===== config.mk =====
export PLATFORM = sky130hd
export DESIGN_NAME = pinmux
export DESIGN_NICKNAME = d
export VERILOG_FILES = /design/src/rtl/pad_pkg.sv /design/src/rtl/pinmux.sv
export VERILOG_INCLUDE_DIRS = /design/src /design/src/rtl
export SDC_FILE = /design/constraint.sdc
export NUM_CORES = 1
export LEC_CHECK = 0
export ABC_AREA = 0
export BUFFER_PORTS_ARGS = -buffer_cell sky130_fd_sc_hd__buf_2
export CORE_MARGIN = 8
export CORE_UTILIZATION = 25
export DETAILED_ROUTE_END_ITERATION = 10
export GPL_TIMING_DRIVEN = 0
export PLACE_DENSITY = 0.95
export SLEW_MARGIN = 10
export SYNTH_ARGS = -nofsm -noshare
export SYNTH_HDL_FRONTEND = slang
export SYNTH_SLANG_ARGS = --single-unit

===== constraint.sdc =====
create_clock -name vclk -period 2.4
set_input_delay 0.6 -clock vclk [all_inputs]
set_output_delay 0.6 -clock vclk [all_outputs]
set_load 0.01 [all_outputs]

===== src/rtl/pad_cfg.svh =====
// Pad count, select width, register map and select codes
`ifndef PAD_CFG_SVH
`define PAD_CFG_SVH

`define MIO_NUM 16 // Multiplexed pads, fixed by the register map
`define SEL_W   2  // Select bits per pad
`define RX_W    4  // UART receive pad index
`define ADDR_W  3
`define DATA_W  32

`define REG_GPIO_OUT   3'd0
`define REG_GPIO_OE    3'd1
`define REG_GPIO_IN    3'd2 // Read only
`define REG_SEL_LO     3'd3 // Pads 0 to 7
`define REG_SEL_HI     3'd4 // Pads 8 to 15
`define REG_RX_SEL     3'd5
`define REG_INTR_EN    3'd6
`define REG_INTR_STATE 3'd7 // Write one to clear

`define SEL_GPIO 2'd0
`define SEL_UART 2'd1 // Codes 2 and 3 leave the pad input only

`endif


===== src/rtl/pad_pkg.sv =====
// Vector types and packed structs for the configuration bus and pad drive

`include "pad_cfg.svh"

package pad_pkg;

  // One bit per multiplexed pad
  typedef logic [`MIO_NUM-1:0] mio_vec_t;

  // Two select bits per pad, pad 0 in the low bits
  typedef logic [`MIO_NUM*`SEL_W-1:0] pad_sel_t;

  typedef logic [`RX_W-1:0]   rx_idx_t;
  typedef logic [`ADDR_W-1:0] reg_addr_t;
  typedef logic [`DATA_W-1:0] data_t;

  // Request side of the configuration bus
  typedef struct packed {
    logic      we;
    reg_addr_t addr;
    data_t     wdata;
  } cfg_req_t;

  // Output value and enable for every pad
  typedef struct packed {
    mio_vec_t out;
    mio_vec_t oe;
  } pad_drv_t;

endpackage


===== src/rtl/pinmux.sv =====
// Per-pad output source selection and UART receive pad selection
`timescale 1ns/1ns

`include "pad_cfg.svh"

module pinmux import pad_pkg::*; (
  input  pad_drv_t gpio_drv_i,
  input  pad_sel_t pad_sel_i,
  input  rx_idx_t  rx_sel_i,
  input  logic     uart_tx_i,
  input  mio_vec_t gpio_in_i,
  output pad_drv_t pad_drv_o,
  output logic     uart_rx_o
);

  mio_vec_t out_d;
  mio_vec_t oe_d;

  always_comb begin
    logic [`SEL_W-1:0] sel;
    for (int i = 0; i < `MIO_NUM; i++) begin
      sel = pad_sel_i[i*`SEL_W +: `SEL_W];
      case (sel)
        `SEL_GPIO: begin
          out_d[i] = gpio_drv_i.out[i];
          oe_d[i]  = gpio_drv_i.oe[i];
        end
        `SEL_UART: begin
          out_d[i] = uart_tx_i;
          oe_d[i]  = 1'b1; // Transmit always drives
        end
        default: begin
          // Input only
          out_d[i] = 1'b0;
          oe_d[i]  = 1'b0;
        end
      endcase
    end
  end

  assign pad_drv_o.out = out_d;
  assign pad_drv_o.oe  = oe_d;

  // Receive taken from the synchronised inputs
  assign uart_rx_o = gpio_in_i[rx_sel_i];

endmodule


==> impl_metrics.yaml, run 1 <==
status:
  outcome: "completed"
critical_path:
  worstSetupPathType: "in -> out"
  cp_max_fo: 4
  worstSetupEndpointType: "output pin"
  cp.required_ps: 1800
  cp.arrival_ps: 1680
  cp-start-kind: "primary input"
  crit_path_start: "rx_sel_i[0]"
floorplanning:
  pin_count: 118
  fp.dieH_um: 59.8
  dieArea_sq_um: 3570
  die_w_um: 59.8
  initial_utilization_pct: 25.5
  core_region_area_sq_um: 1880
  rows: 16
global_route:
  antenna_found_initial: 0
  grt_max_degree: 11
  grt-ovfl-total: 0
  grt_pass1_wl_um: 4330
  first_global_vias: 972
  track_usage_pct: 15.2
drt:
  routed_wl_um: 3110
  ant_nets: 0
  vias_per_cell: 4.43
  routedWlPerCell_um: 14.4
  drt-initial-drc-count: 20
  vias: 962
  drcViolationCount: 0
  drt_first_pass_iters: 4
finish:
  syn_to_final_growth_pct: 130
  clkbuf_count: 0
  layout_commonest_cell: "buf_2"
  drive_above_1_share_pct: 62.1
  regArea_sq_um: 0
  final_cell_mix: "118 x buf_2, 48 x nor2_1, 19 x mux2i_1, 4 x mux4_1, 1 x clkbuf_1"
  diodes: 0
  n_sequential_cell: 0
  fin_nets: 277
power_and_ir_drop:
  power.density_nw_per_um2: 178
  pwr-share-seq_pct: 0
  p_leak_nw: 0.731
  power_frac_comb_pct: 100.0
  total_power_w: 0.000196
  power.switching_w: 0.0000872
  internal_power_w: 0.000109
  pwr-share-clk_pct: 0
  ir_drop_mv: 0.0773
  p_sw_share_pct: 44.4
clock_tree:
  cts_resized: 0
  hold_buffers: 0
  postCtsSetupBuffers: 0
sta:
  slew_headroom_pct: 71.2
  period_needed_ps: 2280
  rsz0062_at_grt: "no"
  finalHoldViolCount: 0
  fin_crit_sh_pct: 94.9
  worst_pin_slew_ps: 432
  fmax_mhz: 439
  drv_slew: 0
  finalSetupTns_ps: 0
  setup_viol: 0
yosys:
  synth-seq-area-share_pct: 0
  synthXorXnorAreaFrac_pct: 0
  syn_inst: 72
  synth_top_family_by_area: "multiplexers"
  synth.area.top_cells: "mux2i_1 40%, nor2_1 38%, mux4_1 22%"
  synth-simple-area-share_pct: 37.6
  yosys.area.top_type: "mux2i_1"
  syn_avg_cell_area_sq_um: 6.66
  yosysTopAreaCellShare_pct: 39.7
  netlist_area_sq_um: 479
  syn-num-nets: 157
  synth.area.mux_share_pct: 61.6
  synth_fa_ha_area_share_pct: 0
  synth_cell_types: 4
  ys.warnings.count: 0
  synth_compound_gate_area_share_pct: 0
min_path:
  hp-class: "in -> out"
  worstHoldStart: "pad_sel_i[7]"
  min_to: "pad_drv_o[19]"
  whs_path_depth: 3
placement:
  post-dp-hpwl_um: 2970
  gp_congestion: 0.734
  port-buffer-count: 118
job:
  drv_cap: 0
==> per-layer routing <==
layer | up-vias | wire (um) | share of wire [%] | GRT usage, %
met1 | 390 | 991 | 32 | 12.8
met5 | - | 0 | 0 | 0
met2 | 80 | 1500 | 48 | 30.0
li1 | 490 | - | - | -
met3 | 2 | 599 | 19 | 9.68
met4 | 0 | 24 | 0.77 | 1.02
==> cell usage after synthesis, drive strengths merged <==
library cell  count
clkbuf            1
mux2i            19
mux4              4
nor2             48
==> worst max path at each step <==
stage                endpoint  slack, ps  depth (start not counted)
finish              uart_rx_o        120                          5
global route        uart_rx_o         60                          5
CTS                 uart_rx_o        100                          5
detailed placement  uart_rx_o        100                          5
global placement    uart_rx_o        150                          5
floorplan           uart_rx_o        440                          3
==> worst max-delay path, stage by stage <==
cell     delay [ps]
buf_2           140
mux4_1          570
mux2i_1         150
mux2i_1          80
buf_2           140
==> logic make-up after synthesis <==
group | after synthesis
mux | 23
buf+inv | 1
simple gates | 48
==> area by class of cell <==
class | count | area (sq um)
plain buffers | 1 | 3.75
fillers | 179 | 778
well taps | 27 | 33.8
repair buffers | 118 | 591
multi-input cells | 71 | 475
==> power by group through the flow <==
stage,registers (W),logic (W),clock network [W]
after floorplan,0,0.0000775,0
after global placement,0,0.000194,0
after detailed placement,0,0.000199,0
after CTS,0,0.000199,0
after global routing,0,0.000218,0
final,0,0.000196,0
==> stage by stage <==
| step | instance area [sq um] | hold slack, ps | util (%) | setup WS [ps] | cells |
|---|---|---|---|---|---|
| 2_1_floorplan | 479 | 1250 | - | 435 | 72 |
| 3_3_place_gp | 1100 | 1450 | 58.6 | 154 | 217 |
| 3_5_place_dp | 1100 | 1450 | 58.6 | 99.6 | 217 |
| 4_1_cts | 1100 | 1450 | 58.6 | 97.0 | 217 |
| 5_1_grt | 1100 | 1460 | 58.6 | 56.0 | 217 |
| 6_report | 1100 | 1450 | 58.6 | 124 | 217 |
Power figures use the tool's default switching activity.
==> run 2: changes to the inputs <==
--- a/config.mk
+++ b/config.mk
@@ -9,10 +9,10 @@
 export ABC_AREA = 0
 export BUFFER_PORTS_ARGS = -buffer_cell sky130_fd_sc_hd__buf_2
 export CORE_MARGIN = 8
-export CORE_UTILIZATION = 25
+export CORE_UTILIZATION = 21
 export DETAILED_ROUTE_END_ITERATION = 10
 export GPL_TIMING_DRIVEN = 0
-export PLACE_DENSITY = 0.95
+export PLACE_DENSITY = 0.92
 export SLEW_MARGIN = 10
 export SYNTH_ARGS = -nofsm -noshare
 export SYNTH_HDL_FRONTEND = slang
==> constraint.sdc (replaced) <==
create_clock -name vclk -period 2
set_input_delay 0.5 -clock vclk [all_inputs]
set_output_delay 0.5 -clock vclk [all_outputs]
set_load 0.01 [all_outputs]
==> run 2 against run 1 <==
  * Worst hold slack got worse by 200 ps
  * Critical endpoint unchanged
  * Total power rose by 23%
  * Wire length shrank 5.6%
  * Global-route usage shrank 1.9 points
  * Count of clock-buffer cells in the layout unchanged
  * Die area is 14% higher
  * Flip-flop and latch count is the same
  * Highest routed layer is now met3
  * Final cell count is the same
==> impl_metrics.yaml, run 2 (synthesis results as in run 1) <==
status:
  outcome: "completed"
global_route:
  grt-ovfl-total: 0
  grt_max_degree: 11
  track_usage_pct: 13.3
  antenna_found_initial: 0
  grt_pass1_wl_um: 4700
  first_global_vias: 1046
drt:
  drcViolationCount: 0
  routed_wl_um: 2940
  vias: 981
  vias_per_cell: 4.52
  drt-initial-drc-count: 33
  routedWlPerCell_um: 13.5
  drt_first_pass_iters: 4
  ant_nets: 0
finish:
  drive_above_1_share_pct: 64.6
  layout_commonest_cell: "buf_2"
  finalNonFillerCells: 217
  clkbuf_count: 0
  final_cell_mix: "117 x buf_2, 48 x nor2_1, 19 x mux2i_1, 4 x mux4_2, 1 x buf_12"
  diodes: 0
  syn_to_final_growth_pct: 130
  fin_nets: 276
  regArea_sq_um: 0
  n_sequential_cell: 0
sta:
  fin_crit_sh_pct: 97.0
  drv_slew: 0
  slew_headroom_pct: 79.9
  fmax_mhz: 515
  rsz0062_at_grt: "no"
  worst_pin_slew_ps: 301
  setup_viol: 0
  finalHoldViolCount: 0
  period_needed_ps: 1940
critical_path:
  cp.required_ps: 1500
  worstSetupPathType: "in -> out"
  cp.arrival_ps: 1440
  cp-start-kind: "primary input"
  cp_max_fo: 4
  worstSetupEndpointType: "output pin"
floorplanning:
  die_w_um: 63.8
  initial_utilization_pct: 21.9
  fp.dieH_um: 63.8
  rows: 17
  pin_count: 118
  core_region_area_sq_um: 2190
  dieArea_sq_um: 4070
power_and_ir_drop:
  pwr-share-seq_pct: 0
  internal_power_w: 0.000135
  total_power_w: 0.000242
  pwr-share-clk_pct: 0
  power_frac_comb_pct: 100.0
  power.switching_w: 0.000107
  p_sw_share_pct: 44.2
  ir_drop_mv: 0.127
  p_leak_nw: 0.719
  power.density_nw_per_um2: 220
placement:
  gp_congestion: 0.857
  port-buffer-count: 118
  dpl.cell_count: 218
  post-dp-hpwl_um: 2740
min_path:
  hp-class: "in -> out"
  whs_path_depth: 3
job:
  drv_cap: 0
-- run 2: changes by cell type in the layout (fill, tap and decap cells not counted), sizes merged --
cell,delta
clkbuf,-1
-- run 2: what timing repair did --
action                     in CTS  in global routing
setup buffers                   0                  0
setup endpoints to repair       1                 11
gates resized for setup         6                  2
hold buffers                    0                  0
-- run 2: worst paths after layout --
path         start            to
min   pad_sel_i[1]  pad_drv_o[0]
max    rx_sel_i[0]     uart_rx_o
-- run 2: area by class of cell --
cell class | instances | area [sq um]
Fill cell | 227 | 1090
Multi-Input combinational cell | 71 | 460
Tap cell | 28 | 35.0
Timing Repair Buffer | 118 | 606
-- run 2: routing by layer --
| metal | part of all wire (%) | vias up | GRT usage [%] |
|---|---|---|---|
| met5 | 0 | - | 0 |
| met4 | 0 | 0 | 0 |
| met3 | 16 | 0 | 7.49 |
| met2 | 46 | 82 | 24.2 |
| met1 | 39 | 417 | 14.0 |
| li1 | - | 482 | - |
-- run 2: stage by stage --
step                      TNS (ps)  hold slack, ps  setup slack (ps)  utilization [%]  area, sq um
after floorplan                  0            1050               235                -          479
after global routing             0            1260              2.00             50.3         1100
final                            0            1250              59.1             50.3         1100
after global placement       -43.9            1250             -43.9             50.4         1100
after CTS                        0            1250              3.25             50.0         1100
after detailed placement     -85.1            1250             -85.1             50.4         1100
-- run 2: critical path, stage by stage --
cell and delay (ps):
buf_12 90, mux4_2 490, mux2i_1 150, mux2i_1 80, buf_2 140
-- run 2: power by group through the flow --
| stage | Combinational [W] | Clock (W) | Sequential, W |
|---|---|---|---|
| 2_1_floorplan | 0.0000930 | 0 | 0 |
| 3_3_place_gp | 0.000234 | 0 | 0 |
| 3_5_place_dp | 0.000239 | 0 | 0 |
| 4_1_cts | 0.000245 | 0 | 0 |
| 5_1_grt | 0.000267 | 0 | 0 |
| 6_report | 0.000242 | 0 | 0 |
