==> config.mk <==
export PLATFORM = sky130hd
export DESIGN_NAME = pinmux_regs
export DESIGN_NICKNAME = d
export VERILOG_FILES = /design/src/rtl/pad_pkg.sv /design/src/rtl/pinmux_regs.sv
export VERILOG_INCLUDE_DIRS = /design/src /design/src/rtl
export SDC_FILE = /design/constraint.sdc
export NUM_CORES = 1
export LEC_CHECK = 0
export BUFFER_PORTS_ARGS = -buffer_cell sky130_fd_sc_hd__buf_4
export CORE_UTILIZATION = 40
export DETAILED_ROUTE_END_ITERATION = 6
export GPL_TIMING_DRIVEN = 0
export PLACE_DENSITY = 0.71
export SLEW_MARGIN = 20
export SYNTH_ARGS = -nofsm -noshare
export SYNTH_HDL_FRONTEND = slang
export SYNTH_SLANG_ARGS = --single-unit
export TNS_END_PERCENT = 20
==> constraint.sdc <==
create_clock -name clk_i -period 2.3 [get_ports clk_i]
set_input_delay 0.115 -clock clk_i [delete_from_list [all_inputs] [get_ports clk_i]]
set_output_delay 0.115 -clock clk_i [all_outputs]
set_load 0.05 [all_outputs]
==> src/rtl/pad_cfg.svh <==
// Pad count, select width, register map and select codes
`ifndef PAD_CFG_SVH
`define PAD_CFG_SVH

`define MIO_NUM 16 // Multiplexed pads, fixed by the register map
`define SEL_W   2  // Select bits per pad
`define RX_W    4  // UART receive pad index
`define ADDR_W  3
`define DATA_W  32

`define REG_GPIO_OUT   3'd0
`define REG_GPIO_OE    3'd1
`define REG_GPIO_IN    3'd2 // Read only
`define REG_SEL_LO     3'd3 // Pads 0 to 7
`define REG_SEL_HI     3'd4 // Pads 8 to 15
`define REG_RX_SEL     3'd5
`define REG_INTR_EN    3'd6
`define REG_INTR_STATE 3'd7 // Write one to clear

`define SEL_GPIO 2'd0
`define SEL_UART 2'd1 // Codes 2 and 3 leave the pad input only

`endif

==> src/rtl/pad_pkg.sv <==
// Vector types and packed structs for the configuration bus and pad drive

`include "pad_cfg.svh"

package pad_pkg;

  // One bit per multiplexed pad
  typedef logic [`MIO_NUM-1:0] mio_vec_t;

  // Two select bits per pad, pad 0 in the low bits
  typedef logic [`MIO_NUM*`SEL_W-1:0] pad_sel_t;

  typedef logic [`RX_W-1:0]   rx_idx_t;
  typedef logic [`ADDR_W-1:0] reg_addr_t;
  typedef logic [`DATA_W-1:0] data_t;

  // Request side of the configuration bus
  typedef struct packed {
    logic      we;
    reg_addr_t addr;
    data_t     wdata;
  } cfg_req_t;

  // Output value and enable for every pad
  typedef struct packed {
    mio_vec_t out;
    mio_vec_t oe;
  } pad_drv_t;

endpackage

==> src/rtl/pinmux_regs.sv <==
// Configuration registers behind a four-phase req/ack bus
// Holds GPIO drive, pad selects, UART receive select and interrupt enables
`timescale 1ns/1ns

`include "pad_cfg.svh"

module pinmux_regs import pad_pkg::*; (
  input  logic     clk_i,
  input  logic     rst_i,
  input  logic     cfg_req_i,
  input  cfg_req_t cfg_i,
  output logic     cfg_ack_o,
  output data_t    cfg_rdata_o,
  input  mio_vec_t gpio_in_i,
  input  mio_vec_t intr_state_i,
  output pad_drv_t gpio_drv_o,
  output pad_sel_t pad_sel_o,
  output rx_idx_t  rx_sel_o,
  output mio_vec_t intr_en_o,
  output mio_vec_t intr_clr_o
);

  typedef enum logic {IDLE, ACK} hs_state_e;

  hs_state_e state_q;
  logic      start;
  data_t     rdata_d;
  data_t     rdata_q;
  mio_vec_t  gpio_out_q;
  mio_vec_t  gpio_oe_q;
  pad_sel_t  sel_q;
  rx_idx_t   rx_sel_q;
  mio_vec_t  intr_en_q;
  mio_vec_t  intr_clr_q;

  // A request seen in IDLE is accepted on this edge
  assign start = (state_q == IDLE) && cfg_req_i;

  always_comb begin
    case (cfg_i.addr)
      `REG_GPIO_OUT:   rdata_d = data_t'(gpio_out_q);
      `REG_GPIO_OE:    rdata_d = data_t'(gpio_oe_q);
      `REG_GPIO_IN:    rdata_d = data_t'(gpio_in_i);
      `REG_SEL_LO:     rdata_d = data_t'(sel_q[`MIO_NUM-1:0]);
      `REG_SEL_HI:     rdata_d = data_t'(sel_q[2*`MIO_NUM-1:`MIO_NUM]);
      `REG_RX_SEL:     rdata_d = data_t'(rx_sel_q);
      `REG_INTR_EN:    rdata_d = data_t'(intr_en_q);
      default:         rdata_d = data_t'(intr_state_i);
    endcase
  end

  always_ff @(posedge clk_i) begin
    if (rst_i) begin
      state_q    <= IDLE;
      gpio_out_q <= '0;
      gpio_oe_q  <= '0;
      sel_q      <= '0; // All pads GPIO
      rx_sel_q   <= '0;
      intr_en_q  <= '0;
      intr_clr_q <= '0;
    end else begin
      intr_clr_q <= '0; // Single-cycle pulse
      case (state_q)
        IDLE: begin
          if (cfg_req_i) begin
            state_q <= ACK;
            if (cfg_i.we) begin
              case (cfg_i.addr)
                `REG_GPIO_OUT:   gpio_out_q <= cfg_i.wdata[`MIO_NUM-1:0];
                `REG_GPIO_OE:    gpio_oe_q  <= cfg_i.wdata[`MIO_NUM-1:0];
                `REG_SEL_LO:     sel_q[`MIO_NUM-1:0] <= cfg_i.wdata[`MIO_NUM-1:0];
                `REG_SEL_HI:     sel_q[2*`MIO_NUM-1:`MIO_NUM] <= cfg_i.wdata[`MIO_NUM-1:0];
                `REG_RX_SEL:     rx_sel_q   <= cfg_i.wdata[`RX_W-1:0];
                `REG_INTR_EN:    intr_en_q  <= cfg_i.wdata[`MIO_NUM-1:0];
                `REG_INTR_STATE: intr_clr_q <= cfg_i.wdata[`MIO_NUM-1:0];
                default: ; // GPIO_IN ignores writes
              endcase
            end
          end
        end
        ACK: begin
          if (!cfg_req_i) state_q <= IDLE;
        end
        default: state_q <= IDLE;
      endcase
    end
  end

  // Read data captured with ack and held until the next request
  always_ff @(posedge clk_i) begin
    if (start) rdata_q <= rdata_d;
  end

  assign cfg_ack_o      = (state_q == ACK);
  assign cfg_rdata_o    = rdata_q;
  assign gpio_drv_o.out = gpio_out_q;
  assign gpio_drv_o.oe  = gpio_oe_q;
  assign pad_sel_o      = sel_q;
  assign rx_sel_o       = rx_sel_q;
  assign intr_en_o      = intr_en_q;
  assign intr_clr_o     = intr_clr_q;

endmodule

==> results of run 1 <==
[power groups by stage]
stage / Combinational [µW] / Sequential (µW) / Clock (µW)
floorplan: 306 / 2300 / 0
global placement: 667 / 2180 / 0
detailed placement: 679 / 2180 / 0
CTS: 705 / 2140 / 2740
global route: 741 / 2140 / 2840
finish: 712 / 2140 / 2730
[state kept, by name, summed over array words and instances, names as in the netlist]
register     flops
gpio_oe_q       16
gpio_out_q      16
cfg_rdata_o     16
intr_clr_o      16
rx_sel_o         4
pad_sel_o       32
intr_en_o       16
cfg_ack_o        1
[kinds of logic (layout without fill, tap and decap cells)]
logic type,after synthesis,in the layout,share of synthesized area
multiplexers,109,109,0.2002
buffers and inverters,53,273,0.06658
AO/OA/AOI/OAI,57,57,0.07930
flip-flops,117,117,0.4544
AND/OR/NAND/NOR,169,169,0.1988
other,1,16,0.0006810
[final timing paths]
path                                 endpoint  slack [ps]                         from  cells past startpoint
setup / recovery     rx_sel_o[1]$_SDFFE_PP0P_         520                        rst_i                      6
hold / removal       cfg_rdata_o[5]$_DFFE_PP_          30              intr_state_i[5]                      2
setup reg to reg   gpio_oe_q[15]$_SDFFE_PP0P_         770         cfg_ack_o$_SDFF_PP0_                      4
hold reg to reg   gpio_out_q[14]$_SDFFE_PP0P_         490  gpio_out_q[14]$_SDFFE_PP0P_                      2
[layout make-up]
class	instances	area, µm²
buffer	51	359.1
clock buffer	19	442.9
clock inverter	12	160.2
fill	1156	5488
inverter	2	7.507
multi-input combinational	351	2696
sequential	117	2502
tap	176	220.2
timing repair buffer	189	1471
[repair_timing]
action / 4_1_cts / 5_1_grt
hold endpoints to repair: 17 / 0
setup endpoints to repair: 0 / 0
hold buffers: 18 / 0
[synth_stat cells (2+ instances only)]
cell      instances  area (µm²)
nand3_1           2       10.01
o31ai_1           2       15.01
nor3b_1           2       15.01
nor2_1            9       33.78
o22a_1            3       26.28
o22ai_1           5       31.28
clkbuf_1         13       48.80
and2_1           23       143.9
mux2_2            9       101.4
a211oi_1          2       15.01
o21ai_0           3       15.01
a311oi_1          2       17.52
buf_4            22       165.2
and4b_1           3       30.03
a221oi_1         24       210.2
buf_6             8       90.09
dfxtp_1         101        2022
nand2_1           3       11.26
mux2i_1         100        1001
a22oi_1           2       15.01
edfxtp_1         16       480.5
o21a_1            2       15.01
buf_2             6       30.03
nand2_4           2       22.52
nor2b_1           6       37.54
nand2b_1        103       644.4
nand2_2           2       12.51
nand3b_1          2       15.01
nor4b_1           2       17.52
a21oi_1           8       40.04
[worst max-delay path: stages]
cell	delay, ps
dlygate4sd3_1	520
buf_4	110
clkbuf_1	290
clkbuf_1	520
nand2b_1	370
mux2i_1	130
[layer usage]
layer | part of all wire | up-vias | GRT usage | routed length (µm)
li1 | - | 2205 | - | -
met1 | 0.42 | 2344 | 0.3338 | 7969
met3 | 0.088 | 51 | 0.08381 | 1673
met4 | 0.034 | 0 | 0.1406 | 657
met2 | 0.46 | 285 | 0.4277 | 8764
met5 | 0 | - | 0 | 0
[per-stage QoR]
| stage | setup WS, ps | instances |
|---|---|---|
| after floorplan | 602.2 | 521 |
| after global placement | 185.9 | 867 |
| after detailed placement | 464.3 | 868 |
| after CTS | 578.4 | 917 |
| after global routing | 485.1 | 917 |
| final | 518.9 | 917 |
==> impl_metrics.tcl, run 1 <==
set metrics [dict create \
    syn_avg_cell_area_um2 10.88 \
    p_leak_uw 0.003797 \
    internal_power_uw 4198 \
    numCtsBuffers 17 \
    clkPwrFrac 0.489 \
    drive_gt1_frac 0.3482 \
    ys_warn_count 0 \
    antenna_found_initial 1 \
    ys_ff_latch 117 \
    rows 42 \
    slew_viol_final 0 \
    hp-class "in2reg" \
    layout_commonest_cell "buf_4" \
    hold_viol 0 \
    syn2layout_area_growth_pct 42.74 \
    cts_tree "yes" \
    swShare 0.2477 \
    vias 4885 \
    dr.pass1.iters 4 \
    fmax_ghz 0.5615 \
    rsz0062_at_grt "no" \
    tns_ps 0 \
    fin_area_mm2 0.007860 \
    diodes 0 \
    synth_edf_count 16 \
    min_period_ps 1781 \
    drt_iter0_markers 334 \
    wl_per_cell_um 20.79 \
    power_density_mw_per_mm2 709.9 \
    skew_ps 9.191 \
    grt_max_degree 17 \
    pwr-share-comb 0.128 \
    slew_headroom 0.5245 \
    cts.sinks 117 \
    drc 0 \
    synth_area_mm2 0.005507 \
    post_cts_buffers 0 \
    arrival_ps 2070 \
    dp_hpwl_um 13320 \
    die_w_um 119.3 \
    port_buffers 170 \
    vias_per_cell 5.327 \
    holdWs_ps 27.39 \
    synthFlopType "dfxtp_1" \
    fp.coreArea_mm2 0.01335 \
    final_util 0.5889 \
    top_level_ports 204 \
    track_usage 0.2719 \
    crit_path_end_kind "flip-flop" \
    gp_congestion 0.8639 \
    grt_pass1_vias 4858 \
    placed_area_mm2 0.007077 \
    grt_remaining_overflow 0 \
    path_class "in2reg" \
    seq_area_frac_synth 0.4544 \
    final_cell_mix "buf_4, nand2b_1, dfxtp_1" \
    die_area_mm2 0.01424 \
    worst_ir_drop_vdd_mv 0.4539 \
    syn_inst 506 \
    start_kind "input port" \
    cts_resized 0 \
    max-cap-violations 0 \
    p_sw_uw 1382 \
    wl_um 19060 \
    fin_crit_sh 0.7744 \
    worst_slew_pin_slew_ps 713.2 \
    async_reset_ff_frac 0 \
    initial_core_util 0.4125 \
    chipHeight_um 119.3 \
    status "finished, final reports clean" \
    grt_pass1_wl_um 28150 \
    cts_max_path_buffers 2 \
    power_uw 5580 \
    setup_violations 0 \
    worstPathRequired_ps 2590 \
    insertion_delay_ps 420 \
    cts-root-buf "clkbuf_16" \
    synth.distinct_cells 49 \
    ant_nets 0 \
    seqPwrFrac 0.383 \
    final_nets 800 \
    crit_path_max_fanout 10 \
    clk_pin_slew_ps 60 \
    htree_levels 4 \
]
No activity file was read; power rests on OpenSTA's default activity.
==> inputs of run 2 (changes only) <==
==> constraint.sdc (replaced) <==
create_clock -name clk_i -period 1.67 [get_ports clk_i]
set_input_delay 0.0835 -clock clk_i [delete_from_list [all_inputs] [get_ports clk_i]]
set_output_delay 0.0835 -clock clk_i [all_outputs]
set_load 0.05 [all_outputs]
==> impl_metrics.tcl, run 2 (same netlist as run 1, synthesis figures left out) <==
set metrics [dict create \
    seqPwrFrac 0.406 \
    ff2ff_setup_slack_ps 50 \
    start_kind "flip-flop" \
    swShare 0.2612 \
    cts_resized 0 \
    crit_path_max_fanout 16 \
    ant_nets 0 \
    gp_congestion 0.8576 \
    vias 4808 \
    crit_path_end_kind "flip-flop" \
    post_cts_buffers 0 \
    syn2layout_area_growth_pct 42.13 \
    layout_commonest_cell "buf_4" \
    port_buffers 170 \
    internal_power_uw 5358 \
    rows 42 \
    die_w_um 119.3 \
    critical-path-slowest-cell "nor2b_2" \
    fp.coreArea_mm2 0.01335 \
    ff2ff_path_depth 1 \
    slew_headroom 0.2533 \
    htree_levels 4 \
    dr.pass1.iters 5 \
    hp-class "in2reg" \
    final_nets 804 \
    stdcell_count 921 \
    status "finished, final reports clean" \
    holdPathEnd "cfg_rdata_o[11]$_DFFE_PP_" \
    crit_buf_inv 0 \
    diodes 0 \
    fin_area_mm2 0.007826 \
    pwr-share-comb 0.135 \
    cts.sinks 117 \
    fmax_ghz 0.6189 \
    dp_hpwl_um 13130 \
    wl_um 18990 \
    placed_area_mm2 0.007062 \
    power_uw 7252 \
    r2r-end "cfg_rdata_o[5]$_DFFE_PP_" \
    track_usage 0.2669 \
    top_level_ports 204 \
    max-cap-violations 0 \
    grt_max_degree 17 \
    numCtsBuffers 17 \
    initial_core_util 0.4125 \
    drive_gt1_frac 0.3436 \
    worst_ir_drop_vdd_mv 0.5358 \
    r2r-start "cfg_ack_o$_SDFF_PP0_" \
    p_sw_uw 1894 \
    arrival_ps 1650 \
    insertion_delay_ps 420 \
    rsz0062_at_grt "no" \
    crit_chain "nor2b_2" \
    crit_family "simple AND/OR/NAND/NOR gates" \
    antenna_found_initial 0 \
    slew_viol_final 0 \
    grt_remaining_overflow 0 \
    clkPwrFrac 0.459 \
    die_area_mm2 0.01424 \
    cts_max_path_buffers 2 \
    worst_slew_pin_slew_ps 1115 \
    fin_crit_sh 0.9675 \
    final_cell_mix "buf_4, nand2b_1, dfxtp_1" \
    hold_path.startpoint "intr_state_i[11]" \
    grt_pass1_vias 4794 \
    path_class "reg2reg" \
    cts_tree "yes" \
    power_density_mw_per_mm2 926.6 \
    hold_buffers 22 \
    whs_path_depth 3 \
    worstPathRequired_ps 1710 \
    vias_per_cell 5.220 \
    max_stage_delay_ps 870 \
    place_inst 867 \
    wl_per_cell_um 20.62 \
    skew_ps 8.884 \
    drc 0 \
    chipHeight_um 119.3 \
    cp.depth 1 \
    grt_pass1_wl_um 27740 \
    cts-root-buf "clkbuf_16" \
    min_period_ps 1616 \
    p_leak_uw 0.003783 \
    hold_viol 0 \
    setup_violations 0 \
    drt_iter0_markers 437 \
    clk_pin_slew_ps 50 \
    largest_reg_flops 32 \
]
## run 2: cell type report
type	count	area, µm²
Fill cell	1161	5522
Inverter	2	7.507
Clock buffer	26	509.2
Clock inverter	5	25.02
Multi-Input combinational cell	351	2696
Timing Repair Buffer	193	1506
Tap cell	176	220.2
Sequential cell	117	2502
Buffer	51	359.1
## run 2: stage by stage
| stage | setup TNS, ps | hold slack, ps | util | worst slack [ps] |
|---|---|---|---|---|
| final | 0 | 56.90 | 0.5863 | 54.30 |
| after global routing | 0 | 47.42 | 0.5863 | 13.54 |
| after CTS | 0 | 1.961 | 0.5856 | 64.28 |
| after detailed placement | -648.3 | 272.7 | 0.5291 | -128.8 |
| after global placement | -687.3 | 274.0 | 0.5291 | -152.6 |
| after floorplan | 0 | 162.8 | - | 38.41 |
## run 2: how the worst max path moves through the flow
stage | slack, ps | endpoint | from
after floorplan | 40 | pad_sel_o[19]$_SDFFE_PP0P_ | cfg_ack_o$_SDFF_PP0_
after global placement | -150 | cfg_rdata_o[4]$_DFFE_PP_ | cfg_i[34]
after detailed placement | -130 | cfg_rdata_o[4]$_DFFE_PP_ | cfg_i[34]
after CTS | 60 | cfg_rdata_o[5]$_DFFE_PP_ | cfg_ack_o$_SDFF_PP0_
after global routing | 10 | cfg_rdata_o[4]$_DFFE_PP_ | cfg_ack_o$_SDFF_PP0_
final | 50 | cfg_rdata_o[5]$_DFFE_PP_ | cfg_ack_o$_SDFF_PP0_
## run 2: metal layers
metal / global-route usage / routed length (µm) / part of all wire
met5: 0 / 0 / 0
met4: 0.08984 / 408 / 0.021
met3: 0.06897 / 1441 / 0.076
met2: 0.4364 / 8918 / 0.47
met1: 0.3408 / 8225 / 0.43
## run 2: power groups by stage
stage / clock, µW / combinational [µW] / sequential (µW)
3_3_place_gp: 0 / 920 / 3000
6_report: 3330 / 982 / 2940
5_1_grt: 3460 / 1020 / 2950
2_1_floorplan: 0 / 421 / 3170
3_5_place_dp: 0 / 927 / 3000
4_1_cts: 3330 / 970 / 2940
==> inputs of run 3 (changes only) <==
==> constraint.sdc (replaced) <==
create_clock -name clk_i -period 1.67 [get_ports clk_i]
set_input_delay 0.0835 -clock clk_i [delete_from_list [all_inputs] [get_ports clk_i]]
set_output_delay 0.0835 -clock clk_i [all_outputs]
set_load 0.005 [all_outputs]
==> impl_metrics.tcl, run 3 (same netlist as run 1, synthesis figures left out) <==
set metrics [dict create \
    status "finished, final reports clean" \
    max-cap-violations 0 \
    crit_path_max_fanout 10 \
    cts-root-buf "clkbuf_16" \
    slew_headroom 0.5108 \
    insertion_delay_ps 420 \
    final_cell_mix "buf_4, nand2b_1, dfxtp_1" \
    initial_core_util 0.4125 \
    crit_family "simple AND/OR/NAND/NOR gates" \
    stdcell_count 919 \
    numCtsBuffers 17 \
    drc 0 \
    tns_ps 0 \
    clk_pin_slew_ps 50 \
    gp_congestion 0.8639 \
    rsz0062_at_grt "no" \
    setup_violations 0 \
    ant_nets 0 \
    largest_reg_flops 32 \
    grt_remaining_overflow 0 \
    die_area_mm2 0.01424 \
    grt_max_degree 17 \
    antenna_found_initial 1 \
    cts_max_path_buffers 2 \
    htree_levels 4 \
    layout_commonest_cell "buf_4" \
    hp-class "in2reg" \
    hold_viol 0 \
    fillers 1156 \
    grt_pass1_vias 4861 \
    cts.sinks 117 \
    dp_hpwl_um 13320 \
    use_met3 0.08429 \
    arrival_ps 1880 \
    crit_path_end_kind "flip-flop" \
    grt_util_met2 0.4288 \
    fin_crit_sh 0.9153 \
    critical-path-slowest-cell "dfxtp_1" \
    vias 4884 \
    vias_per_cell 5.314 \
    grtUsageMet1 0.3335 \
    slew_viol_final 0 \
    seqCellArea_mm2 0.002502 \
    grt_busiest_layer "met2" \
    path_class "reg2reg" \
    cts_resized 0 \
    place_inst 868 \
    syn2layout_area_growth_pct 43.10 \
    crit_buf_inv 1 \
    fmax_ghz 0.6542 \
    drt_iter0_markers 302 \
    max_stage_delay_ps 400 \
    worst_slew_pin_slew_ps 733.8 \
    final_nets 802 \
    drive_gt1_frac 0.3472 \
    chipHeight_um 119.3 \
    swShare 0.2244 \
    clkPwrFrac 0.505 \
    fp.coreArea_mm2 0.01335 \
    track_usage 0.2722 \
    p_leak_uw 0.003805 \
    seqPwrFrac 0.395 \
    multi_input_area_mm2 0.002696 \
    power_density_mw_per_mm2 945.2 \
    pwr-share-comb 0.099 \
    cts_tree "yes" \
    fin_area_mm2 0.007880 \
    port_buffers 170 \
    worst_ir_drop_vdd_mv 0.6204 \
    internal_power_uw 5777 \
    min_period_ps 1529 \
    grt_pass1_wl_um 28190 \
    wl_um 19080 \
    rows 42 \
    p_sw_uw 1671 \
    top_level_ports 204 \
    skew_ps 7.707 \
    diodes 0 \
    die_w_um 119.3 \
    placed_area_mm2 0.007077 \
    start_kind "flip-flop" \
    wl_per_cell_um 20.76 \
    worstPathRequired_ps 2020 \
    dr.pass1.iters 5 \
    crit_chain "and4b_1 -> nand2_2 -> buf_6 -> mux2i_1" \
]
[run 3: cell types whose count changed in the layout (fill, tap and decap cells not counted), sizes merged]
| cell | previous run | this run |
|---|---|---|
| clkinvlp | 0 | 1 |
| clkbuf | 40 | 33 |
| bufinv | 0 | 4 |
| clkinv | 6 | 8 |
| dlygate4sd3 | 23 | 20 |
| buf | 207 | 208 |
[run 3: final timing paths]
| path | start | endpoint | slack [ps] | cells past startpoint |
|---|---|---|---|---|
| worst max-delay path | cfg_ack_o$_SDFF_PP0_ | gpio_oe_q[15]$_SDFFE_PP0P_ | 140 | 4 |
| worst min-delay path | intr_state_i[10] | cfg_rdata_o[10]$_DFFE_PP_ | 20 | 2 |
| worst max register to register | cfg_ack_o$_SDFF_PP0_ | gpio_oe_q[15]$_SDFFE_PP0P_ | 140 | 4 |
| worst min register to register | gpio_out_q[14]$_SDFFE_PP0P_ | gpio_out_q[14]$_SDFFE_PP0P_ | 490 | 2 |
[run 3: per-layer routing]
metal | wire length [µm] | up-vias
li1 | - | 2219
met1 | 7977 | 2333
met2 | 8742 | 280
met3 | 1711 | 52
met4 | 643 | 0
met5 | 0 | -
[run 3: power groups by stage]
stage	combinational, µW	clock [µW]	sequential, µW
after floorplan	349	0	3000
after global placement	671	0	3000
after detailed placement	688	0	3000
after CTS	727	3770	2940
after global routing	778	3910	2950
final	739	3760	2940
[run 3: stage by stage]
step | worst slack (ps) | hold slack [ps] | util | power, µW
2_1_floorplan | 195.5 | 162.8 | - | 3350
6_report | 141.4 | 18.17 | 0.5904 | 7448
4_1_cts | 151.2 | 7.587 | 0.5904 | 7445
5_1_grt | 82.90 | 1.974 | 0.5904 | 7640
3_5_place_dp | -134.2 | 273.1 | 0.5302 | 3690
3_3_place_gp | -444.1 | 273.1 | 0.5289 | 3672
[run 3: cell type report]
class                   count  share of cell area
plain buffers              51             0.04557
clock buffers              19             0.05621
clock inverters            12             0.02032
inverters                   2           0.0009527
multi-input cells         351              0.3422
flip-flops and latches    117              0.3176
well taps                 176             0.02795
repair buffers            191              0.1893
[run 3: timing repair]
| item | in CTS | in global routing |
|---|---|---|
| setup buffers | 0 | 0 |
| endpoints found under the hold margin | 19 | 0 |
| hold buffers | 20 | 0 |
[run 3: worst register-to-register path: cells and delay by family (launching register included)]
family	cells	cell delay, ps
mux	1	210
simple gates	2	580
flops	1	400
buf+inv	1	270
