[config.mk]
export PLATFORM = sky130hd
export DESIGN_NAME = gpio
export DESIGN_NICKNAME = d
export VERILOG_FILES = /design/src/rtl/pad_pkg.sv /design/src/rtl/gpio.sv
export VERILOG_INCLUDE_DIRS = /design/src /design/src/rtl
export SDC_FILE = /design/constraint.sdc
export NUM_CORES = 1
export LEC_CHECK = 0
export CORE_MARGIN = 1.5
export CORE_UTILIZATION = 44
export DETAILED_ROUTE_END_ITERATION = 8
export DONT_BUFFER_PORTS = 1
export GPL_TIMING_DRIVEN = 0
export PLACE_DENSITY_LB_ADDON = 0.08
export SYNTH_ARGS = -nofsm -noshare
export SYNTH_HDL_FRONTEND = slang
export SYNTH_SLANG_ARGS = --single-unit
[constraint.sdc]
create_clock -name clk_i -period 0.9 [get_ports clk_i]
set_clock_uncertainty 0.05 [all_clocks]
set_input_delay 0.09 -clock clk_i [delete_from_list [all_inputs] [get_ports clk_i]]
set_output_delay 0.09 -clock clk_i [all_outputs]
set_load 0.02 [all_outputs]
[src/rtl/pad_cfg.svh]
// Pad count, select width, register map and select codes
`ifndef PAD_CFG_SVH
`define PAD_CFG_SVH

`define MIO_NUM 16 // Multiplexed pads, fixed by the register map
`define SEL_W   2  // Select bits per pad
`define RX_W    4  // UART receive pad index
`define ADDR_W  3
`define DATA_W  32

`define REG_GPIO_OUT   3'd0
`define REG_GPIO_OE    3'd1
`define REG_GPIO_IN    3'd2 // Read only
`define REG_SEL_LO     3'd3 // Pads 0 to 7
`define REG_SEL_HI     3'd4 // Pads 8 to 15
`define REG_RX_SEL     3'd5
`define REG_INTR_EN    3'd6
`define REG_INTR_STATE 3'd7 // Write one to clear

`define SEL_GPIO 2'd0
`define SEL_UART 2'd1 // Codes 2 and 3 leave the pad input only

`endif

[src/rtl/pad_pkg.sv]
// Vector types and packed structs for the configuration bus and pad drive

`include "pad_cfg.svh"

package pad_pkg;

  // One bit per multiplexed pad
  typedef logic [`MIO_NUM-1:0] mio_vec_t;

  // Two select bits per pad, pad 0 in the low bits
  typedef logic [`MIO_NUM*`SEL_W-1:0] pad_sel_t;

  typedef logic [`RX_W-1:0]   rx_idx_t;
  typedef logic [`ADDR_W-1:0] reg_addr_t;
  typedef logic [`DATA_W-1:0] data_t;

  // Request side of the configuration bus
  typedef struct packed {
    logic      we;
    reg_addr_t addr;
    data_t     wdata;
  } cfg_req_t;

  // Output value and enable for every pad
  typedef struct packed {
    mio_vec_t out;
    mio_vec_t oe;
  } pad_drv_t;

endpackage

[src/rtl/gpio.sv]
// Pad input synchroniser with rising-edge interrupt collection
`timescale 1ns/1ns

module gpio import pad_pkg::*; (
  input  logic     clk_i,
  input  logic     rst_i,
  input  mio_vec_t pad_in_i,
  input  mio_vec_t intr_en_i,
  input  mio_vec_t intr_clr_i,
  output mio_vec_t gpio_in_o,
  output mio_vec_t intr_state_o,
  output logic     intr_o
);

  mio_vec_t sync1_q;
  mio_vec_t sync2_q;
  mio_vec_t prev_q;
  mio_vec_t rise;
  mio_vec_t state_d;
  mio_vec_t state_q;
  logic     intr_q;

  // Edge seen between the last two synchronised samples
  assign rise = sync2_q & ~prev_q & intr_en_i;

  // Set wins over a clear in the same cycle
  assign state_d = (state_q & ~intr_clr_i) | rise;

  always_ff @(posedge clk_i) begin
    if (rst_i) begin
      sync1_q <= '0;
      sync2_q <= '0;
      prev_q  <= '0;
      state_q <= '0;
      intr_q  <= 1'b0;
    end else begin
      sync1_q <= pad_in_i;
      sync2_q <= sync1_q;
      prev_q  <= sync2_q;
      state_q <= state_d;
      intr_q  <= |state_d; // Tracks the status bits
    end
  end

  assign gpio_in_o    = sync2_q;
  assign intr_state_o = state_q;
  assign intr_o       = intr_q;

endmodule

==> key figures, run 1 <==
Run status
  – Status: finished, violations left
  – Failing checks: hold timing, setup timing

Timing
  – Fin crit share: 132%
  – Slew HR: 62.3%
  – Hold Violations, Final: 15
  – Worst Hold Margin: -0.0693 ns
  – Final worst setup slack: -0.284 ns
  – Minimum clock period: 1.18 ns
  – RSZ-0062 raised after global routing: yes
  – Final Setup Violations: 4
  – Slew @ Worst Pin: 0.565 ns
  – Pins over their slew limit: 0
  – Fmax: 0.844 GHz

Yosys
  – Avg Cell Area, Syn: 10.5 um2
  – Post-Synth Adder-Cell Area: 0%
  – Cell variety after synth: 11
  – Cell taking the most area after synthesis: dfxtp_1
  – EDFF count, synth: 0
  – Mapped Area: 1990 um2
  – Top post-synthesis cells by count: dfxtp_1 (65), nor2b_1 (63), inv_1 (16), nand2_1 (16), o22ai_1 (16)
  – Syn_nets: 239
  – Synth top area share: 65.3%
  – Post-Synth Simple-Gate Area: 24.5%
  – Mux cell area share after synthesis: 0%
  – Main combinational cell family by area after synthesis: simple AND/OR/NAND/NOR gates
  – Warnings, synthesis: 0
  – Compound-Gate Fraction of Synth Area: 5.46%
  – Synthesized flop and latch total: 65
  – Post-synth ARST share: 0%
  – Top cells by area, synth: dfxtp_1 (65%), nor2b_1 (20%), o22ai_1 (5.0%)
  – Area share of xor/xnor cells in the synthesized design: 0%
  – Sequential fraction of the synthesis area: 65.3%
  – Ys flop type: dfxtp_1
  – Post-Syn Instances: 189
  – Count leader, synth: dfxtp_1

Clock network
  – Clk buf depth: 2
  – Clk sinks: 65
  – Clock Pin Slew Worst Setup and Hold Paths: 0.06 ns
  – Post-CTS setup buffers: 0
  – Number of clock buffers inserted by TritonCTS: 9
  – Worst-Skew Late Latency: 0.32 ns
  – # H-tree levels: 3
  – TritonCTS clock tree: built
  – CTS Hold Buffers Added: 18
  – Root Buffer: clkbuf_8

Critical path
  – Reg-to-Reg End: intr_o
  – Crit. End Element: flip-flop
  – Critical Path Source: gpio_in_o[0]
  – FF-to-FF setup slack: -0.28 ns
  – CP endpoint: intr_o
  – Crit Path Class: flip-flop to flip-flop
  – Reg2reg start: gpio_in_o[0]
  – Worst r2r path cells: 4
  – Max FO, Critical Path: 3
  – Data arrival time of the critical path: 1.31 ns
  – Critical path data required time: 1.03 ns
  – Startpoint Class: flip-flop

Placed design
  – Number of buffers added on ports: 0
  – Inst Count DP: 241
  – Placed inst area: 2130 um2
  – Routability congestion estimate: 0.721
  – DP HPWL: 2710 um

Layout
  – Fin util: 62.9%
  – Antenna cells: 0
  – Final instance area: 2740 um2
  – Synth-to-Final Area Change: 37.6%
  – Fin nets: 268
  – Share of layout cells above drive strength 1: 42.8%
  – Fin cells: 274

Drt
  – Drt via density: 4.89
  – Vias: 1340
  – Final ANT Viol Nets: 0
  – Wire per inst: 15.1 um
  – WL final: 4130 um
  – Initial DRC Count: 42
  – First-pass DRT Iterations: 4
  – Residual DRC: 0

Floorplanning
  – Die area: 4940 um2
  – Initial Util: 45.7%
  – Rows: 24
  – Boundary Pins: 83
  – Core area: 4350 um2
  – Chip height: 70.3 um
  – Die width: 70.3 um

Power and ir drop
  – Leak: 0.996 nW
  – Peak VDD IR: 1.11 mV
  – PwrDens: 1970 nW/um2

Global routing
  – Pin count of the biggest net entering global routing: 11
  – Vias in the first global route: 1385
  – Tot GR Track Use: 17.1%
  – Grt ovf: 0
  – Initial antenna violation count: 0
  – First-pass GRT wire length: 6340 um

Worst hold path
  – HP Class: primary input to flip-flop
  – Hold path startpoint: intr_clr_i[9]

Job
  – Max-cap viol count: 0
cell usage in the layout (no fill, tap or decap), types with 7 or more instances in the layout:
cell           instances
nor2b_1               60
dfxtp_1               33
dfxtp_4               26
dlygate4sd3_1         18
inv_2                 12
clkbuf_8              10
o22ai_2                9
nand2_2                8
nand2_1                7
o22ai_4                7
report_power, final:
| group | internal [mW] | leakage, nW | total [mW] | switching [mW] |
|---|---|---|---|---|
| Clock | 1.07 | 0.0778 | 2.00 | 0.937 |
| Combinational | 0.184 | 0.363 | 0.328 | 0.145 |
| Sequential | 2.94 | 0.555 | 3.07 | 0.125 |
routing by layer:
| layer | up-vias | wire, um | global-route usage, % |
|---|---|---|---|
| met2 | 51 | 2170 | 28.7 |
| met5 | - | 0 | 0 |
| met3 | 10 | 257 | 6.20 |
| li1 | 656 | - | - |
| met4 | 0 | 89 | 10.7 |
| met1 | 623 | 1610 | 18.1 |
registers in the layout, indices dropped and copies added, names as in the netlist:
register      count
intr_o            1
gpio_in_o        16
intr_state_o     16
sync1_q          16
prev_q           16
how the worst min path moves through the flow:
stage | end | slack, ns | cells after the start
floorplan | sync1_q[0] | 0.17 | 1
global placement | sync1_q[3] | 0.17 | 1
detailed placement | sync1_q[4] | 0.17 | 1
CTS | intr_state_o[2] | -0.08 | 2
global route | intr_state_o[9] | -0.08 | 2
finish | intr_state_o[9] | -0.07 | 2
worst max-delay path: stages, from the launching register on:
cell and delay (ns):
dfxtp_4 0.38, nand2_4 0.07, o22ai_4 0.07, nor4_4 0.33, a41oi_2 0.14
cell type report:
type                    instances  area [um2]
well taps                      52        65.1
repair buffers                 18         180
flip-flops and latches         65        1410
multi-input cells             101         836
inverters                      16        62.6
plain buffers                   7        33.8
fillers                       346        1610
clock buffers                  15         156
timing repair:
item                                    4_1_cts  5_1_grt
pin swaps                                     4       13
gates resized for setup                      34       45
endpoints found under the setup margin       22       17
endpoints found under the hold margin        34       15
cells by family after synthesis:
family	count (synthesis)
AO/OA/AOI/OAI	17
buffers and inverters	23
flip-flops	65
AND/OR/NAND/NOR	84
metrics by stage:
| stage | TNS, ns | power (mW) | setup slack [ns] |
|---|---|---|---|
| 3_5_place_dp | -0.958 | 3.37 | -0.442 |
| 5_1_grt | -0.672 | 5.61 | -0.337 |
| 3_3_place_gp | -0.751 | 3.36 | -0.427 |
| 6_report | -0.318 | 5.40 | -0.284 |
| 4_1_cts | -0.356 | 5.42 | -0.321 |
| 2_1_floorplan | -0.131 | 3.30 | -0.131 |
(Power assumes the default switching activity.)
==> inputs of run 2 (changes only) <==
- ABC_AREA: unset -> 1
==> run 2 against run 1 <==
  * First-iteration DRC count decreased by 31%
  * Sequential share of layout area shrank 1.8 points
  * Clock power increased by 11%
  * Largest power group unchanged
  * Sequential power is essentially flat
  * Register-to-register slack better by 0.12 ns
  * Maximum frequency grew 12%
  * Cell count increased by 36%
  * The run still ends with hold timing, setup timing left
  * Synthesized area increased by 10%
==> key figures, run 2 <==
Layout
  – Final instance area: 2800 um2 (+2.1%)
  – Most frequent cells in the layout: inv_1 (77), nor2_1 (54), dfxtp_1 (33)
  – Multi-input gate area: 609 um2 (-27%)
  – Final-layout fill cell count: 448 (+29%)
  – Synth-to-Final Area Change: 27.1%
  – Fin nets: 353 (+32%)
  – Reg area: 1380 um2 (-1.6%)
  – Commonest non-fill, non-tap cell in the layout: inv_1
  – Share of layout cells above drive strength 1: 24.2% (-19 points)
  – Antenna cells: 0 (unchanged)

Power and ir drop
  – Peak VDD IR: 1.28 mV (+16%)
  – Total power: 5.63 mW (+4.4%)
  – Leak: 1.31 nW (+31%)
  – PwrDens: 2010 nW/um2 (+2.3%)

Placed design
  – Number of buffers added on ports: 0 (unchanged)
  – DP HPWL: 2810 um (+3.6%)
  – Routability congestion estimate: 0.759 (+5.3%)
  – Placed inst area: 2360 um2 (+11%)

Timing
  – Worst Hold Margin: -0.146 ns (-0.0765 ns)
  – Pins over their slew limit: 0 (unchanged)
  – Final worst setup slack: -0.162 ns (+0.122 ns)
  – Minimum clock period: 1.06 ns (-0.122 ns)
  – Hold Violations, Final: 16 (+1)
  – Slew @ Worst Pin: 0.235 ns (-0.331 ns)
  – Fin crit share: 118% (-14 points)
  – Final Setup Violations: 1 (-3)
  – Fmax: 0.942 GHz (+12%)
  – RSZ-0062 raised after global routing: yes
  – Slew HR: 84.4% (+22 points)

Floorplanning
  – Chip height: 73.7 um (+4.9%)
  – Boundary Pins: 83 (unchanged)
  – Core area: 4790 um2 (+9.9%)
  – Die area: 5440 um2 (+10%)
  – Rows: 25 (+4.2%)
  – Die width: 73.7 um (+4.9%)
  – Initial Util: 46.0% (+0.24 points)

Clock network
  – TritonCTS clock tree: built
  – Root Buffer: clkbuf_8
  – Clock Pin Slew Worst Setup and Hold Paths: 0.07 ns (about the same)
  – Worst-Skew Late Latency: 0.32 ns (about the same)
  – CTS Hold Buffers Added: 18 (unchanged)
  – Clk buf depth: 2 (unchanged)
  – # H-tree levels: 3 (unchanged)
  – Number of clock buffers inserted by TritonCTS: 9 (unchanged)
  – Clk sinks: 65 (unchanged)

Yosys
  – Warnings, synthesis: 0 (unchanged)
  – Count leader, synth: inv_1
  – Synthesized flop and latch total: 65 (unchanged)
  – Cell taking the most area after synthesis: dfxtp_1
  – Cell variety after synth: 16 (+5)
  – Post-Syn Instances: 274 (+45%)
  – Syn_nets: 324 (+36%)
  – Mapped Area: 2200 um2 (+10%)
  – Synth top area share: 59.1% (-6.2 points)
  – Ys flop type: dfxtp_1
  – Top cells by area, synth: dfxtp_1 (59%), inv_1 (13%), nor2_1 (9.9%)
  – Post-synth ARST share: 0% (unchanged)
  – Avg Cell Area, Syn: 8.03 um2 (-24%)
  – EDFF count, synth: 0 (unchanged)
  – Sequential fraction of the synthesis area: 59.1% (-6.2 points)
  – Top post-synthesis cells by count: inv_1 (77), dfxtp_1 (65), nor2_1 (58)

Critical path
  – Critical path data required time: 1.07 ns (+0.04 ns)
  – Crit. End Element: flip-flop
  – Reg2reg start: gpio_in_o[10]
  – Reg-to-Reg End: intr_o
  – FF-to-FF setup slack: -0.16 ns (+0.12 ns)
  – Max FO, Critical Path: 3 (unchanged)
  – Data arrival time of the critical path: 1.23 ns (-0.08 ns)
  – Startpoint Class: flip-flop
  – Critical Path Source: gpio_in_o[10]
  – Worst r2r path cells: 6 (+2)
  – Crit Path Class: flip-flop to flip-flop

Global routing
  – First-pass GRT wire length: 6090 um (-4.0%)
  – Grt ovf: 0 (unchanged)
  – Tot GR Track Use: 15.8% (-1.4 points)
  – Vias in the first global route: 1443 (+4.2%)
  – Initial antenna violation count: 0 (unchanged)
  – Pin count of the biggest net entering global routing: 11 (unchanged)

Drt
  – Initial DRC Count: 29 (-31%)
  – Wire per inst: 10.7 um (-29%)
  – First-pass DRT Iterations: 4 (unchanged)
  – Vias: 1554 (+16%)
  – WL final: 3990 um (-3.3%)
  – Final ANT Viol Nets: 0 (unchanged)
  – Residual DRC: 0 (unchanged)
  – Drt via density: 4.17 (-15%)

Run status
  – Failing checks: hold timing, setup timing
  – Status: finished, violations left

Worst hold path
  – WHS Endpoint: intr_state_o[5]
  – HP Class: primary input to flip-flop
  – Hold path depth: 2 (unchanged)
  – Hold path startpoint: intr_en_i[5]

Job
  – Max-cap viol count: 0 (unchanged)
-- run 2: cell types whose count changed after synthesis, sizes merged --
cell | before | now
o22ai | 16 | 0
a41oi | 1 | 0
nor2 | 0 | 60
nand3 | 0 | 11
nand2 | 16 | 32
a21oi | 0 | 15
nor4 | 4 | 0
inv | 16 | 77
nor2b | 64 | 0
clkbuf | 2 | 0
nand3b | 0 | 5
buf | 5 | 7
o21ai | 0 | 2
-- run 2: how the worst max path moves through the flow --
stage / slack [ns] / cells after the start / end
floorplan: -0.02 / 6 / intr_o
global placement: -0.16 / 6 / intr_o
detailed placement: -0.19 / 6 / intr_o
CTS: -0.17 / 6 / intr_o
global route: -0.22 / 6 / intr_o
finish: -0.16 / 6 / intr_o
-- run 2: area by class of cell --
class                           count  area share, %
Buffer                              7           2.60
Inverter                           77           10.3
Sequential cell                    65           49.5
Tap cell                           67           3.00
Timing Repair Buffer               18           6.44
Clock inverter                      3          0.537
Multi-Input combinational cell    125           21.8
Clock buffer                       11           5.82
-- run 2: kinds of logic after synthesis --
group                  count (synthesis)  synth area share (%)
and+or+nand+nor                      108                  21.3
buffers and inverters                 84                  15.6
DFF                                   65                  59.1
AOI/OAI and AO/OA                     17                  4.04
-- run 2: repair_timing --
item	4_1_cts	5_1_grt
setup buffers	0	0
pin swaps	0	4
endpoints found under the hold margin	33	16
cloned	0	0
resized for setup	6	22
endpoints found under the setup margin	3	27
-- run 2: per-stage QoR --
step                cells  hold WS [ns]  TNS [ns]  utilization (%)  setup WS (ns)
floorplan             274         0.147   -0.0193                -        -0.0193
CTS                   373        -0.161    -0.188             57.1         -0.165
detailed placement    341         0.150    -0.185             49.3         -0.185
finish                373        -0.146    -0.162             58.4         -0.162
global placement      341         0.148    -0.162             49.3         -0.162
global route          373        -0.162    -0.268             58.4         -0.216
-- run 2: metal layers --
metal	share of wire, %	track usage, %	up-vias
met2	51	26.4	54
met5	0	0	-
met3	6.9	6.45	6
met1	41	16.0	659
met4	1.0	10.5	0
li1	-	-	835
-- run 2: worst max-delay path, cell delays in order, from the launching register on --
cell and delay [ns]:
dfxtp_4 0.38, nand3_2 0.08, o21ai_2 0.06, nor2_1 0.11
nand2_1 0.07, nor2_2 0.14, a21oi_2 0.07
-- run 2: where the power goes --
group	switching (mW)	total, mW	leakage [nW]	internal [mW]
clock network	1.02	2.21	0.0960	1.20
registers	0.120	3.08	0.552	2.96
logic	0.173	0.338	0.660	0.164
total	1.31	5.63	1.31	4.32
==> inputs of run 3 (changes only) <==
- SETUP_SLACK_MARGIN: unset -> 0.1
==> run 3 against run 2 <==
  * The flow still finishes with violations (hold timing, setup timing)
  * Routed wire length rose by 0.15%
  * Clock-buffer cell count did not move
  * Final area fell by 0.58%
  * Via count shrank 0.32%
  * Global-route usage increased by 0.11 points
  * Cell count shrank 0.54%
  * Worst hold slack is essentially flat
  * Critical endpoint unchanged
  * Critical path depth unchanged
  * Power is 0.67% lower
  * Sequential share of layout area rose by 1.2 points
==> key figures, run 3 (synthesized netlist as in run 2, its figures left out) <==
Drt
  – Wire per inst: 10.8 um (+0.69%)
  – Initial DRC Count: 22 (-24%)
  – DR WL met3: 336 um (+22%)
  – Routed met1 length: 1600 um (-2.6%)
  – Max layer used: met4
  – Final ANT Viol Nets: 0 (unchanged)
  – Routed wl met2: 1990 um (-2.2%)
  – WL final: 3990 um (+0.15%)
  – First-pass DRT Iterations: 4 (unchanged)
  – Residual DRC: 0 (unchanged)
  – Vias: 1549 (-0.32%)
  – Drt via density: 4.18 (+0.22%)

Global routing
  – Vias in the first global route: 1464 (+1.5%)
  – Grt ovf: 0 (unchanged)
  – First-pass GRT wire length: 6140 um (+0.92%)
  – Initial antenna violation count: 0 (unchanged)
  – Pin count of the biggest net entering global routing: 11 (unchanged)
  – Tot GR Track Use: 15.9% (+0.11 points)

Layout
  – Synth-to-Final Area Change: 26.3%
  – Fin util: 58.1% (-0.34 points)
  – Antenna cells: 0 (unchanged)
  – Reg area: 1410 um2 (+1.8%)
  – Most frequent cells in the layout: inv_1 (75), nor2_1 (55), dfxtp_1 (33)
  – Commonest non-fill, non-tap cell in the layout: inv_1
  – Multi-input gate area: 607 um2 (-0.41%)
  – Fin nets: 351 (-0.57%)
  – Final-layout fill cell count: 461 (+2.9%)
  – Share of layout cells above drive strength 1: 24.7% (+0.49 points)
  – Fin cells: 371 (-0.54%)

Floorplanning
  – Boundary Pins: 83 (unchanged)
  – Rows: 25 (unchanged)
  – Initial Util: 46.0% (unchanged)
  – Die area: 5440 um2 (unchanged)
  – Chip height: 73.7 um (unchanged)
  – Core area: 4790 um2 (unchanged)
  – Die width: 73.7 um (unchanged)

Worst hold path
  – HP Class: primary input to flip-flop
  – Hold path startpoint: intr_en_i[5]

Timing
  – Minimum clock period: 1.06 ns (-0.00673 ns)
  – Hold Violations, Final: 17 (+1)
  – Final Setup Violations: 1 (unchanged)
  – Fin crit share: 117% (-0.75 points)
  – Worst Hold Margin: -0.146 ns (-0.000294 ns)
  – Final worst setup slack: -0.155 ns (+0.00674 ns)
  – Slew @ Worst Pin: 0.231 ns (-0.00411 ns)
  – Fmax: 0.948 GHz (+0.64%)
  – Pins over their slew limit: 0 (unchanged)
  – Slew HR: 84.6% (+0.27 points)
  – RSZ-0062 raised after global routing: yes

Critical path
  – CP top delay family: simple AND/OR/NAND/NOR gates
  – Reg2reg start: gpio_in_o[10]
  – Crit Path Class: flip-flop to flip-flop
  – Buffer and inverter count on the worst path: 0 (unchanged)
  – CP endpoint: intr_o
  – Reg-to-Reg End: intr_o
  – Startpoint Class: flip-flop
  – Crit. End Element: flip-flop
  – WP depth: 6 (unchanged)
  – Data arrival time of the critical path: 1.22 ns (about the same)
  – Critical path data required time: 1.07 ns (about the same)
  – Slowest stage delay, CP: 0.38 ns (about the same)
  – Worst r2r path cells: 6 (unchanged)
  – Critical Path Source: gpio_in_o[10]
  – FF-to-FF setup slack: -0.16 ns (about the same)
  – Cell breakdown of the critical path: nand3_2, o21ai_2, nor2_1, nand2_1, nor2_2, a21oi_2
  – Max FO, Critical Path: 3 (unchanged)
  – Worst path slowest cell: dfxtp_4

Clock network
  – Number of clock buffers inserted by TritonCTS: 9 (unchanged)
  – Clock Pin Slew Worst Setup and Hold Paths: 0.07 ns (about the same)
  – TritonCTS clock tree: built
  – Post-CTS setup buffers: 0 (unchanged)
  – Clk buf depth: 2 (unchanged)
  – Root Buffer: clkbuf_8
  – # H-tree levels: 3 (unchanged)
  – Clk sinks: 65 (unchanged)
  – CTS Hold Buffers Added: 16 (-2)
  – Worst-Skew Late Latency: 0.32 ns (about the same)

Run status
  – Failing checks: hold timing, setup timing
  – Status: finished, violations left

Power and ir drop
  – Total power: 5.59 mW (-0.67%)
  – Peak VDD IR: 1.28 mV (about the same)
  – PwrDens: 2010 nW/um2 (about the same)
  – Leak: 1.30 nW (-0.85%)

Placed design
  – Number of buffers added on ports: 0 (unchanged)
  – Routability congestion estimate: 0.759 (unchanged)
  – Inst Count DP: 341 (unchanged)
  – DP HPWL: 2810 um (unchanged)
  – Setup WS pre-CTS: -0.185 ns (unchanged)

Job
  – Max-cap viol count: 0 (unchanged)
[run 3: changes by cell type in the layout (fill, tap and decap cells not counted)]
cell / delta
nor2_1: +1
dfxtp_2: -10
nor2_2: -1
dfxtp_4: +10
inv_2: +2
dlygate4sd3_1: -2
buf_4: +5
inv_1: -2
buf_6: -5
[run 3: area by class of cell]
class                   instances  area share [%]
multi-input cells             125            21.8
flip-flops and latches         65            50.7
repair buffers                 16            5.76
clock buffers                  11            5.85
plain buffers                   7            1.94
inverters                      77            10.4
well taps                      67            3.02
clock inverters                 3           0.540
[run 3: per-stage QoR]
step,area (um2),TNS [ns]
6_report,2780,-0.155
5_1_grt,2780,-0.268
4_1_cts,2770,-0.188
3_5_place_dp,2360,-0.185
3_3_place_gp,2360,-0.162
2_1_floorplan,2270,-0.0193
[run 3: timing repair]
item / 4_1_cts / 5_1_grt
cloned: 0 / 0
setup endpoints to repair: 36 / 37
resized for setup: 30 / 4
pin swaps: 2 / 3
endpoints found under the hold margin: 33 / 17
[run 3: worst min-delay path by stage]
stage,to,cells after the start
after floorplan,sync1_q[0],2
after global routing,intr_state_o[3],2
final,intr_state_o[5],2
after global placement,sync1_q[12],2
after detailed placement,sync1_q[1],2
after CTS,intr_state_o[5],2
[run 3: layer usage]
metal,global-route usage (%),vias to the layer above
li1,-,833
met1,16.0,649
met2,26.8,59
met3,6.45,8
met4,10.5,0
met5,0,-
[run 3: power breakdown]
| part | internal [mW] | switching [mW] |
|---|---|---|
| Clock | 1.20 | 1.02 |
| Combinational | 0.151 | 0.168 |
| Sequential | 2.94 | 0.121 |
| Total | 4.28 | 1.31 |
